<file path="src/qla_pkg.sv">
package qla_pkg;

    // ----------------------------------------------------------------------
    // register address, two views of the same 16-bit word
    // ----------------------------------------------------------------------
    typedef struct packed {
        logic [3:0] space;      // address space select
        logic [3:0] rsvd;
        logic [3:0] chan;       // 0 = board, 1..N = axis
        logic [3:0] offset;     // register within channel
    } main_addr_t;

    typedef struct packed {
        logic [3:0] space;
        logic [7:0] rsvd;
        logic [3:0] index;      // hub word
    } hub_addr_t;

    typedef union packed {
        main_addr_t main;
        hub_addr_t  hub;
    } reg_addr_t;

    // space codes, top nibble of the address
    localparam logic [3:0] ADDR_MAIN = 4'h0;
    localparam logic [3:0] ADDR_HUB  = 4'h1;

    // axis channel offsets
    localparam logic [3:0] OFF_ADC_DATA = 4'h0;     // feedback, read only
    localparam logic [3:0] OFF_DAC_CTRL = 4'h1;     // command, read/write

    // channel 0 offsets
    localparam logic [3:0] OFF_BOARD_STATUS = 4'h0;

    // ----------------------------------------------------------------------
    // current values and bus types
    // ----------------------------------------------------------------------
    typedef logic [15:0] axis_val_t;    // offset binary
    localparam axis_val_t AXIS_ZERO = 16'h8000;     // zero current

    typedef struct packed {
        logic      wen;         // single cycle write strobe
        reg_addr_t addr;
        logic [31:0] wdata;
    } reg_req_t;                // 49 bits

    typedef struct packed {
        logic [31:0] rdata;
        logic        hit;       // address is mapped
    } reg_rsp_t;                // 33 bits

    // safety check limits
    localparam logic [15:0] SAFETY_MARGIN = 16'h0100;  // headroom on top of 2x cmd
    localparam int          SAFETY_COUNT  = 16;        // over-limit cycles to trip

endpackage

</file>
<file path="src/qla_addr_decode.sv">
module qla_addr_decode #(
    parameter int NUM_AXES = 4
) (
    input  qla_pkg::reg_req_t         req,
    output qla_pkg::reg_rsp_t         rsp,
    output logic [NUM_AXES-1:0]       axis_wen,
    input  logic [NUM_AXES-1:0][31:0] axis_rdata,
    output logic                      board_wen,
    input  logic [31:0]               board_rdata,
    output logic                      hub_wen,
    input  logic [31:0]               hub_rdata
);
    import qla_pkg::*;

    logic axis_off_ok;      // offset valid on an axis channel

    assign axis_off_ok = (req.addr.main.offset == OFF_ADC_DATA) ||
                         (req.addr.main.offset == OFF_DAC_CTRL);

    // ----------------------------------------------------------------------
    // strobe split and read mux, all combinational
    // ----------------------------------------------------------------------
    always_comb begin
        rsp       = '0;         // unmapped reads return zero
        axis_wen  = '0;
        board_wen = 1'b0;
        hub_wen   = 1'b0;

        if (req.addr.hub.space == ADDR_HUB) begin
            rsp.hit   = 1'b1;
            rsp.rdata = hub_rdata;
            hub_wen   = req.wen;
        end else if (req.addr.main.space == ADDR_MAIN) begin
            if (req.addr.main.chan == 4'd0) begin      // board registers
                if (req.addr.main.offset == OFF_BOARD_STATUS) begin
                    rsp.hit   = 1'b1;
                    rsp.rdata = board_rdata;
                    board_wen = req.wen;
                end
            end else if (axis_off_ok) begin
                for (int i = 0; i < NUM_AXES; i++) begin
                    if (req.addr.main.chan == 4'(i + 1)) begin
                        rsp.hit   = 1'b1;
                        rsp.rdata = axis_rdata[i];
                        // feedback stays read only
                        axis_wen[i] = req.wen &
                                      (req.addr.main.offset == OFF_DAC_CTRL);
                    end
                end
            end
        end
    end

endmodule

</file>
<file path="src/qla_apb_bridge.sv">
module qla_apb_bridge (
    input  logic              sysclk,
    input  logic              rst_n,
    input  logic              psel,
    input  logic              penable,
    input  logic              pwrite,
    input  logic [15:0]       paddr,
    input  logic [31:0]       pwdata,
    output logic [31:0]       prdata,
    output logic              pready,
    output logic              pslverr,
    output qla_pkg::reg_req_t req,
    input  qla_pkg::reg_rsp_t rsp
);
    import qla_pkg::*;

    typedef enum logic {
        ACC_FIRST,      // first access cycle, strobe and sample
        ACC_DONE        // completion cycle, pready high
    } acc_state_t;

    acc_state_t state;
    logic       acc_first;

    // first cycle of an access phase
    assign acc_first = psel & penable & (state == ACC_FIRST);

    // apb holds addr and data for the whole transfer
    assign req.wen   = acc_first & pwrite;     // one-cycle pulse
    assign req.addr  = paddr;
    assign req.wdata = pwdata;

    assign pready = (state == ACC_DONE);

    // ----------------------------------------------------------------------
    // access sequencer
    // ----------------------------------------------------------------------
    always_ff @(posedge sysclk) begin
        if (!rst_n) begin
            state   <= ACC_FIRST;
            pslverr <= 1'b0;
        end else if (state == ACC_DONE) begin
            state   <= ACC_FIRST;      // transfer finished
            pslverr <= 1'b0;
        end else if (acc_first) begin
            state   <= ACC_DONE;
            pslverr <= ~rsp.hit;       // unmapped address
        end
    end

    // read word sampled with the strobe
    always_ff @(posedge sysclk) begin
        if (acc_first) begin
            prdata <= rsp.rdata;
        end
    end

endmodule

</file>
<file path="src/qla_axis_ctrl.sv">
module qla_axis_ctrl (
    input  logic               sysclk,
    input  logic               rst_n,
    input  logic               wen,        // dac register write
    input  logic [31:0]        wdata,
    input  logic [3:0]         offset,
    output logic [31:0]        rdata,
    input  qla_pkg::axis_val_t fb,         // current feedback
    output qla_pkg::axis_val_t cmd,        // current command
    output logic               trip        // amplifier disable latch
);
    import qla_pkg::*;

    localparam int CW = $clog2(SAFETY_COUNT + 1);

    axis_val_t     fb_q;        // registered feedback
    logic [15:0]   fb_mag;
    logic [15:0]   cmd_mag;
    logic [17:0]   limit;       // 2 x cmd + margin
    logic          over;
    logic [CW-1:0] over_cnt;

    // distance from zero current
    function automatic logic [15:0] mag(axis_val_t v);
        logic [15:0] m;
        if (v[15]) begin
            m = v - AXIS_ZERO;
        end else begin
            m = AXIS_ZERO - v;
        end
        return m;
    endfunction

    // ----------------------------------------------------------------------
    // command and feedback registers
    // ----------------------------------------------------------------------
    always_ff @(posedge sysclk) begin
        if (!rst_n) begin
            cmd <= AXIS_ZERO;
        end else if (wen) begin
            cmd <= wdata[15:0];
        end
    end

    always_ff @(posedge sysclk) begin
        fb_q <= fb;
    end

    assign rdata = (offset == OFF_DAC_CTRL) ? {16'h0, cmd} : {16'h0, fb_q};

    // ----------------------------------------------------------------------
    // safety check, fb beyond twice the command
    // ----------------------------------------------------------------------
    assign fb_mag  = mag(fb_q);
    assign cmd_mag = mag(cmd);
    assign limit   = {1'b0, cmd_mag, 1'b0} + {2'b00, SAFETY_MARGIN};
    assign over    = {2'b00, fb_mag} > limit;

    always_ff @(posedge sysclk) begin
        if (!rst_n) begin
            over_cnt <= '0;
            trip     <= 1'b0;
        end else if (wen) begin
            over_cnt <= '0;             // new command rearms the check
            trip     <= 1'b0;
        end else if (over) begin
            if (over_cnt != CW'(SAFETY_COUNT)) begin
                over_cnt <= over_cnt + 1'b1;    // saturates
            end
            if (over_cnt == CW'(SAFETY_COUNT - 1)) begin
                trip <= 1'b1;
            end
        end else begin
            over_cnt <= '0;             // run broken
        end
    end

endmodule

</file>
<file path="src/qla_board_regs.sv">
module qla_board_regs #(
    parameter int NUM_AXES = 4
) (
    input  logic                sysclk,
    input  logic                rst_n,
    input  logic                wen,
    input  logic [31:0]         wdata,
    input  logic [3:0]          board_id,
    input  logic [NUM_AXES-1:0] trip,       // safety latches from the axes
    output logic [31:0]         rdata,
    output logic [NUM_AXES-1:0] amp_en,
    output logic                pwr_enable
);

    logic [NUM_AXES-1:0] amp_req;   // host enable request
    logic [15:0]         req_ext;
    logic [15:0]         trip_ext;

    // ----------------------------------------------------------------------
    // control bits
    // ----------------------------------------------------------------------
    always_ff @(posedge sysclk) begin
        if (!rst_n) begin
            amp_req    <= '0;
            pwr_enable <= 1'b0;
        end else if (wen) begin
            amp_req    <= wdata[NUM_AXES-1:0];
            pwr_enable <= wdata[19];
        end
    end

    // tripped axes are forced off
    assign amp_en = amp_req & ~trip;

    // ----------------------------------------------------------------------
    // status word
    // ----------------------------------------------------------------------
    assign req_ext  = 16'(amp_req);
    assign trip_ext = 16'(trip);

    always_comb begin
        rdata        = '0;
        rdata[3:0]   = req_ext[3:0];     // enable request
        rdata[11:8]  = trip_ext[3:0];    // safety trips
        rdata[19]    = pwr_enable;
        rdata[27:24] = board_id;
    end

endmodule

</file>
<file path="src/qla_hub_mem.sv">
module qla_hub_mem (
    input  logic               sysclk,
    input  logic               wen,
    input  qla_pkg::reg_addr_t addr,
    input  logic [31:0]        wdata,
    output logic [31:0]        rdata
);

    logic [31:0] mem [16];     // 16 x 32 hub words

    // write at the end of the strobe cycle
    always_ff @(posedge sysclk) begin
        if (wen) begin
            mem[addr.hub.index] <= wdata;
        end
    end

    // async read, same cycle as the address
    assign rdata = mem[addr.hub.index];

endmodule

</file>
<file path="src/qla_top.sv">
module qla_top #(
    parameter int NUM_AXES = 4
) (
    input  logic                                 sysclk,
    input  logic                                 rst_n,
    // apb slave
    input  logic                                 psel,
    input  logic                                 penable,
    input  logic                                 pwrite,
    input  logic [15:0]                          paddr,
    input  logic [31:0]                          pwdata,
    output logic [31:0]                          prdata,
    output logic                                 pready,
    output logic                                 pslverr,
    // board side
    input  logic [3:0]                           board_id,  // rotary switch
    input  qla_pkg::axis_val_t [NUM_AXES-1:0]    cur_fb,    // feedback words
    output qla_pkg::axis_val_t [NUM_AXES-1:0]    cur_cmd,   // command words
    output logic [NUM_AXES-1:0]                  amp_en,
    output logic                                 pwr_enable
);
    import qla_pkg::*;

    reg_req_t                   req;
    reg_rsp_t                   rsp;
    logic [NUM_AXES-1:0]        axis_wen;
    logic [NUM_AXES-1:0][31:0]  axis_rdata;
    logic [NUM_AXES-1:0]        trip;       // per-axis safety latch
    logic                       board_wen;
    logic [31:0]                board_rdata;
    logic                       hub_wen;
    logic [31:0]                hub_rdata;

    // ----------------------------------------------------------------------
    // host access path
    // ----------------------------------------------------------------------
    qla_apb_bridge apb_bridge (
        .sysclk (sysclk),
        .rst_n  (rst_n),
        .psel   (psel),
        .penable(penable),
        .pwrite (pwrite),
        .paddr  (paddr),
        .pwdata (pwdata),
        .prdata (prdata),
        .pready (pready),
        .pslverr(pslverr),
        .req    (req),
        .rsp    (rsp)
    );

    qla_addr_decode #(.NUM_AXES(NUM_AXES)) addr_decode (
        .req        (req),
        .rsp        (rsp),
        .axis_wen   (axis_wen),
        .axis_rdata (axis_rdata),
        .board_wen  (board_wen),
        .board_rdata(board_rdata),
        .hub_wen    (hub_wen),
        .hub_rdata  (hub_rdata)
    );

    // ----------------------------------------------------------------------
    // register targets
    // ----------------------------------------------------------------------
    qla_hub_mem hub (
        .sysclk(sysclk),
        .wen   (hub_wen),
        .addr  (req.addr),
        .wdata (req.wdata),
        .rdata (hub_rdata)
    );

    qla_board_regs #(.NUM_AXES(NUM_AXES)) chan0 (
        .sysclk    (sysclk),
        .rst_n     (rst_n),
        .wen       (board_wen),
        .wdata     (req.wdata),
        .board_id  (board_id),
        .trip      (trip),
        .rdata     (board_rdata),
        .amp_en    (amp_en),
        .pwr_enable(pwr_enable)
    );

    for (genvar i = 0; i < NUM_AXES; i++) begin : g_axis   // axis i+1 on the bus
        qla_axis_ctrl axis (
            .sysclk(sysclk),
            .rst_n (rst_n),
            .wen   (axis_wen[i]),
            .wdata (req.wdata),
            .offset(req.addr.main.offset),
            .rdata (axis_rdata[i]),
            .fb    (cur_fb[i]),
            .cmd   (cur_cmd[i]),
            .trip  (trip[i])
        );
    end

endmodule
</file>
<file path="config.mk">
export PLATFORM = sky130hd
export DESIGN_NAME = qla_top
export DESIGN_NICKNAME = d
export VERILOG_FILES = /design/src/qla_pkg.sv /design/src/qla_addr_decode.sv /design/src/qla_apb_bridge.sv /design/src/qla_axis_ctrl.sv /design/src/qla_board_regs.sv /design/src/qla_hub_mem.sv /design/src/qla_top.sv
export SDC_FILE = /design/constraint.sdc
export NUM_CORES = 1
export LEC_CHECK = 0
export BUFFER_PORTS_ARGS = -buffer_cell sky130_fd_sc_hd__buf_2
export CORE_MARGIN = 5
export CORE_UTILIZATION = 41
export CTS_CLUSTER_DIAMETER = 40
export CTS_CLUSTER_SIZE = 24
export DETAILED_ROUTE_END_ITERATION = 10
export SYNTH_ARGS = -nofsm -noshare
export SYNTH_HDL_FRONTEND = slang
export SYNTH_SLANG_ARGS = --single-unit
export TNS_END_PERCENT = 50
</file>
<file path="constraint.sdc">
create_clock -name sysclk -period 11.7 [get_ports sysclk]
set_input_delay 2.34 -clock sysclk [delete_from_list [all_inputs] [get_ports sysclk]]
set_output_delay 2.34 -clock sysclk [all_outputs]
set_load 0.01 [all_outputs]
</file>
# Word level (Yosys, flattened, before mapping)
# Memories as Yosys holds them, arrays and structs flattened.
# Cells that the tools add are included.
[classes] addsub=24 mul=0 div_mod_pow=0 order_cmp=4 n_eq_ne=14 n_shift=0 mux=37 bitwise_logic=13 reduce_logical=17
[ops] op="$mux W33" count=8
[ops] op="$mux W16" count=12
[ops] op="$sub A16 B16 Y16 const A" count=8
[ops] op="$sub A16 B16 Y16 const B" count=8
[ops] op="$add A17 B9 Y18 const B" count=4
[ops] op="$gt A16 B18 Y1" count=4
[ops] op="$mux W29" count=1
[ops] op="$add A5 B1 Y5 const B" count=4
[ops] op="$eq A5 B4 Y1 const B" count=4
[ops] op="$ne A5 B5 Y1 const B" count=4
[ops] op="$mux W4" count=4
[ops] op="$eq A4 B1 Y1 const B" count=3
[ops] op="$logic_not A4 Y1" count=3
[ops] op="$mux W1" count=12
[ops] op="$reduce_or A3 Y1" count=4
[ops] op="$reduce_or A2 Y1" count=5
[ops] op="$eq A4 B2 Y1 const B" count=2
[ops] op="$reduce_and A2 Y1" count=4
[ops] op="$not A1 Y1" count=7
[ops] op="$and A1 B1 Y1" count=4
[ops] op="$and A4 B4 Y4" count=1
[ops] op="$eq A4 B3 Y1 const B" count=1
[ops] op="$not A4 Y4" count=1
[ops] op="$logic_or A1 B1 Y1" count=1
[totals] reg_bits=191 latchBits=0 mem_bits_rw=512 romBits=0 inputBits=121 output_inout_bits=103 word_cells=131 memories=1
[memory_table] memory="hub.mem" depth=16 word_bits=32 read_ports=1 rd_clocked_by_memory_dff=0 wr=1 line="qla_hub_mem.sv:9" source="logic [31:0] mem [16];"

# Depth between registers and ports, before layout
[depth] ltp_word=11 mapped_depth=17 mapped_depth_nobuf=16

# By module
# Synthesis repeated with hierarchy kept, for this count alone.
[hier_totals] hier_cells=2488 area_unflattened_um2=34406.7
[modules_own_cells] module="qla_hub_mem" n_inst=1 cells_each=808 area_each_um2=19222.2 seq_area_each_um2=15374.7
[modules_own_cells] module="qla_axis_ctrl (g_axis[1].axis ...)" n_inst=3 cells_each=312 area_each_um2=2767.7 seq_area_each_um2=760.7
[modules_own_cells] module="qla_axis_ctrl (g_axis[0].axis)" n_inst=1 cells_each=322 area_each_um2=2866.5 seq_area_each_um2=760.7
[modules_own_cells] module="qla_addr_decode" n_inst=1 cells_each=284 area_each_um2=2169.6 seq_area_each_um2=0.0
[modules_own_cells] module="qla_apb_bridge" n_inst=1 cells_each=89 area_each_um2=1413.9 seq_area_each_um2=1001.0
[modules_own_cells] module="qla_board_regs" n_inst=1 cells_each=49 area_each_um2=431.7 seq_area_each_um2=100.1

# Worst setup path after synthesis
# OpenSTA, ideal clock, no wires.
[synth_timing] path_type="in2reg" startpoint="in psel" endpoint="mem hub.mem[3][0], enable pin" setup_ns=0.461 arrival_ns=6.685 required_time_ns=11.239 slack_ns=4.554 stages=6 n_path_buf=0 path_cell_list="nand2_1 nor2_1 nand2_1 nor2_1 nand3_1 nor3_1"
[synth_between] elab_chain_cells=6
[synth_lines] element="from (decl)" line="qla_top.sv:7" source="input logic psel,"
[synth_lines] element="$and A1 B1 Y1 (2 in a row)" line="qla_apb_bridge.sv:26" source="assign acc_first = psel & penable & (state == ACC_FIRST);"
[synth_lines] element="named net apb_bridge.acc_first" line="qla_apb_bridge.sv:23" source="logic acc_first;"
[synth_lines] element="$and A1 B1 Y1" line="qla_apb_bridge.sv:29" source="assign req.wen = acc_first & pwrite;"
[synth_lines] element="$mux W1" line="qla_addr_decode.sv:29" source="if (req.addr.hub.space == ADDR_HUB) begin"
[synth_lines] element="$mux W1" line="qla_hub_mem.sv:13" source="if (wen) begin"
[synth_lines] element="$mux W1 (not written as such)" line="qla_hub_mem.sv:14" source="mem[addr.hub.index] <= wdata;"
[synth_lines] element="to (decl)" line="qla_hub_mem.sv:9"
# The timed path passes the listed nets, and every way through them passes these cells.

==> flow_metrics.py <==
metrics = {
    "global_route": {
        "globalRouteTotalUtil": 0.212,
        "antenna_violations_before_repair": 10,
        "globalRouteOverflowTotal": 0,
        "vias_in_the_first_global_route": 20300,
        "grt_max_degree": 112,
        "grt_first_pass_wirelength_mm": 131,
    },
    "drt": {
        "drt-pass1-iter-count": 5,
        "route.final.wire_length_mm": 89.5,
        "post-route-drc-count": 0,
        "drt-vias-per-instance": 5.64,
        "route.detailed.wl_per_inst_um": 25.0,
        "dr.first_iter.drc_count": 1984,
        "post_detailed_route_count_of_antenna_violating_nets": 0,
        "dr_total_vias": 20200,
    },
    "power_and_ir_drop": {
        "switching_power_w": 0.00142,
        "static-leakage-power_nw": 12.7,
        "powerDensity_nw_per_um2": 163,
        "power.internal_w": 0.00464,
        "p_comb_frac": 0.053,
        "vdd_ir_drop_max_uv": 144,
        "seq_power_share": 0.452,
        "switching_share": 0.234,
        "p_clk_frac": 0.495,
    },
    "clock_network": {
        "cts.repair_timing.setup_buffer_count": 0,
        "clk_sinks": 703,
        "cts_tree": "yes",
        "cts_repair_resize_count": 0,
        "path_clk_slew_ns": 0.06,
        "cts.htree.levels": 3,
        "total_clock_buffers_created_by_cts": 100,
        "clk_path_buf_depth": 3,
        "clock_latency_ns": 0.67,
        "clockRootBuffer": "sky130_fd_sc_hd__clkbuf_16",
        "cts_hold_buf": 0,
    },
    "worst_setup_path": {
        "worst_r2r_path_depth": 15,
        "critical_path_sink_type": "flip-flop",
        "cp.required_ns": 12.02,
        "slowest_delay_ns": 0.75,
        "path_cells": "clkbuf_8 -> buf_4 -> buf_4 -> mux4_2 -> mux4_2 -> inv_1 -> o22ai_1",
        "critPathLaunchType": "input pin",
        "critical_path_arrival_ns": 5.59,
        "cpLargestDelayFamily": "buffers and inverters",
        "cp_slowest_cell": "sky130_fd_sc_hd__buf_4",
        "crit_cells": 7,
        "cp_max_fo": 39,
        "worst-path-buf-inv": 4,
        "worstSetupPathType": "input pin to flip-flop",
    },
    "floorplanning": {
        "core_region_area_um2": 76100,
        "horizontal_die_dimension_um": 287,
        "rows": 101,
        "dieArea_um2": 82400,
        "io_pins": 224,
        "die_y_um": 287,
        "initial_utilization": 0.414,
    },
    "synth": {
        "synth.largest_area_cell": "sky130_fd_sc_hd__edfxtp_1",
        "synth_cells": 2218,
        "async_flop_share": 0,
        "synth_ff_type": "sky130_fd_sc_hd__edfxtp_1",
        "synth.top_cell.area_share": 0.519,
        "yosys-top-cells-area": "sky130_fd_sc_hd__edfxtp_1 52%, sky130_fd_sc_hd__mux4_2 11%, sky130_fd_sc_hd__dfxtp_1 10%",
        "synth_commonest_cells": "544 x sky130_fd_sc_hd__edfxtp_1, 248 x sky130_fd_sc_hd__nand2_1, 160 x sky130_fd_sc_hd__mux4_2",
        "avgSynthCellArea_um2": 14.2,
        "synthMostInstantiatedCell": "sky130_fd_sc_hd__edfxtp_1",
        "synth_cell_types": 73,
        "syn-num-nets": 2423,
        "syn-cell-area_um2": 31500,
        "synth_edf_count": 544,
        "synthesis.yosys.warnings": 0,
        "sequential_element_share_of_the_synthesized_area": 0.620,
        "ys_ff_latch": 703,
    },
    "run_status": {
        "status": "completed",
    },
    "timing": {
        "worst_hold_slack_ns": 0.492,
        "final.min_clock_period_ns": 5.27,
        "setup_viol_count_final": 0,
        "timing_hold_violations_final": 0,
        "setup_ws_ns": 6.43,
        "achievable-frequency_ghz": 0.190,
        "finClkSkew_ns": 0.0655,
        "finalMaxSlewViolations": 0,
        "setup-tns-final_ns": 0,
        "final_min_period_over_clock_period": 0.450,
        "setup_repair_after_global_routing_missed_its_margin": "no",
        "timing_worst_slew_pin_value_ns": 1.17,
        "worst_rel_slew_slack": 0.214,
    },
    "placed_design": {
        "post-dp-hpwl_mm": 58.2,
        "placement.io_buffers": 219,
        "detailedPlace.worstSlack_ns": 5.68,
        "detailed_place.area_um2": 33800,
        "finalWeightedCongestion": 0.960,
    },
    "final_layout": {
        "layout_overhead_on_the_synthesized_area_pct": 18.2,
        "postLayoutCellArea_um2": 37200,
        "final_nets": 2669,
        "layout-drive-gt1-share": 0.250,
    },
    "worst_hold_path": {
        "min_delay_path_depth": 2,
        "hold_class": "flip-flop to flip-flop",
    },
    "flow_run": {
        "max_cap_violations": 0,
    },
}
-- power groups by stage --
stage	clock network (W)	registers, W	logic (W)
after global placement	0	0.00279	0.000314
after floorplan	0	0.00278	0.000197
after CTS	0.00306	0.00274	0.000325
after detailed placement	0	0.00279	0.000322
after global routing	0.00317	0.00274	0.000352
final	0.00300	0.00274	0.000322
-- cell families (layout without fill, tap and decap cells) --
group	Yosys count	after routing	share of synthesized area
DFF	703	703	0.620
buffers and inverters	191	524	0.0250
other	0	4	0
and+or+nand+nor	596	596	0.0924
adders and majority gates	84	84	0.0334
xor gates and xnor gates	141	141	0.0397
muxes	185	185	0.122
AOI/OAI and AO/OA	318	318	0.0670
-- state kept, by name, summed over array words and instances, names as in the netlist --
register and count:
apb_bridge.pslverr 1, g_axis.axis.over_cnt 20, apb_bridge.pready 1, chan0.amp_req 4, hub.mem 512, g_axis.axis.cmd 64, chan0.pwr_enable 1, g_axis.axis.fb_q 64
g_axis.axis.trip 4, apb_bridge.prdata 32
-- layout make-up --
| cell class | instances | area, µm² |
|---|---|---|
| fill | 6607 | 38900 |
| sequential | 703 | 19500 |
| multi-input combinational | 1324 | 11300 |
| clock buffer | 114 | 2630 |
| timing repair buffer | 253 | 1380 |
| tap | 1030 | 1290 |
| clock inverter | 75 | 795 |
| inverter | 82 | 308 |
| antenna | 4 | 10.0 |
-- through the flow --
step                      std cells  power (W)   util
final                          3585    0.00606  0.489
after global routing           3582    0.00626  0.489
after CTS                      3581    0.00612  0.489
after detailed placement       3392    0.00311  0.444
after global placement         3392    0.00310  0.444
after floorplan                2218    0.00298      -
-- worst register-to-register path: cells and delay by family (launching register included) --
| family | cells | cell delay, ns |
|---|---|---|
| flip-flops | 1 | 0.40 |
| AND/OR/NAND/NOR | 6 | 1.63 |
| XOR/XNOR | 2 | 0.36 |
| buffers and inverters | 1 | 0.12 |
| adder cells (fa/ha/maj) | 2 | 0.55 |
| AO/OA/AOI/OAI | 4 | 1.57 |
-- placed cells by master (no fill, tap or decap), drive strengths merged, types with 5 or more instances in the layout --
cell type  count
edfxtp       544
buf          252
nand2        248
mux4         160
dfxtp        159
nor2         119
clkbuf       115
inv          108
a21oi         93
ha            84
xnor2         74
xor2          67
a21boi        67
nand3         49
nor3          46
o21ai         44
a31oi         40
clkinv        35
nor4          27
mux2i         25
nor2b         23
nand4         15
o211ai        13
nand2b        12
or3           10
o22ai          8
o32ai          8
a41oi          8
clkinvlp       8
nor3b          8
nor4b          8
and3           7
nand3b         7
and2           7
bufinv         6
a32o           5
-- layer usage --
metal | track usage | up-vias | share of wire
met5 | 0 | - | 0.00084
met4 | 0.0677 | 10 | 0.031
met3 | 0.0457 | 168 | 0.079
met2 | 0.342 | 821 | 0.47
met1 | 0.289 | 10300 | 0.42
li1 | - | 8957 | -
-- worst paths after layout --
path	slack, ns	endpoint	start
min	0.49	chan0.amp_req[2]$_SDFFE_PN0P_	chan0.amp_req[2]$_SDFFE_PN0P_
max reg2reg	7.01	g_axis[0].axis.over_cnt[2]$_SDFFE_PP0P_	g_axis[0].axis.cmd[0]$_SDFFE_PN0P_
min reg2reg	0.49	chan0.amp_req[2]$_SDFFE_PN0P_	chan0.amp_req[2]$_SDFFE_PN0P_
max	6.43	apb_bridge.prdata[15]$_DFFE_PP_	paddr[0]
Power figures use the tool's default switching activity.
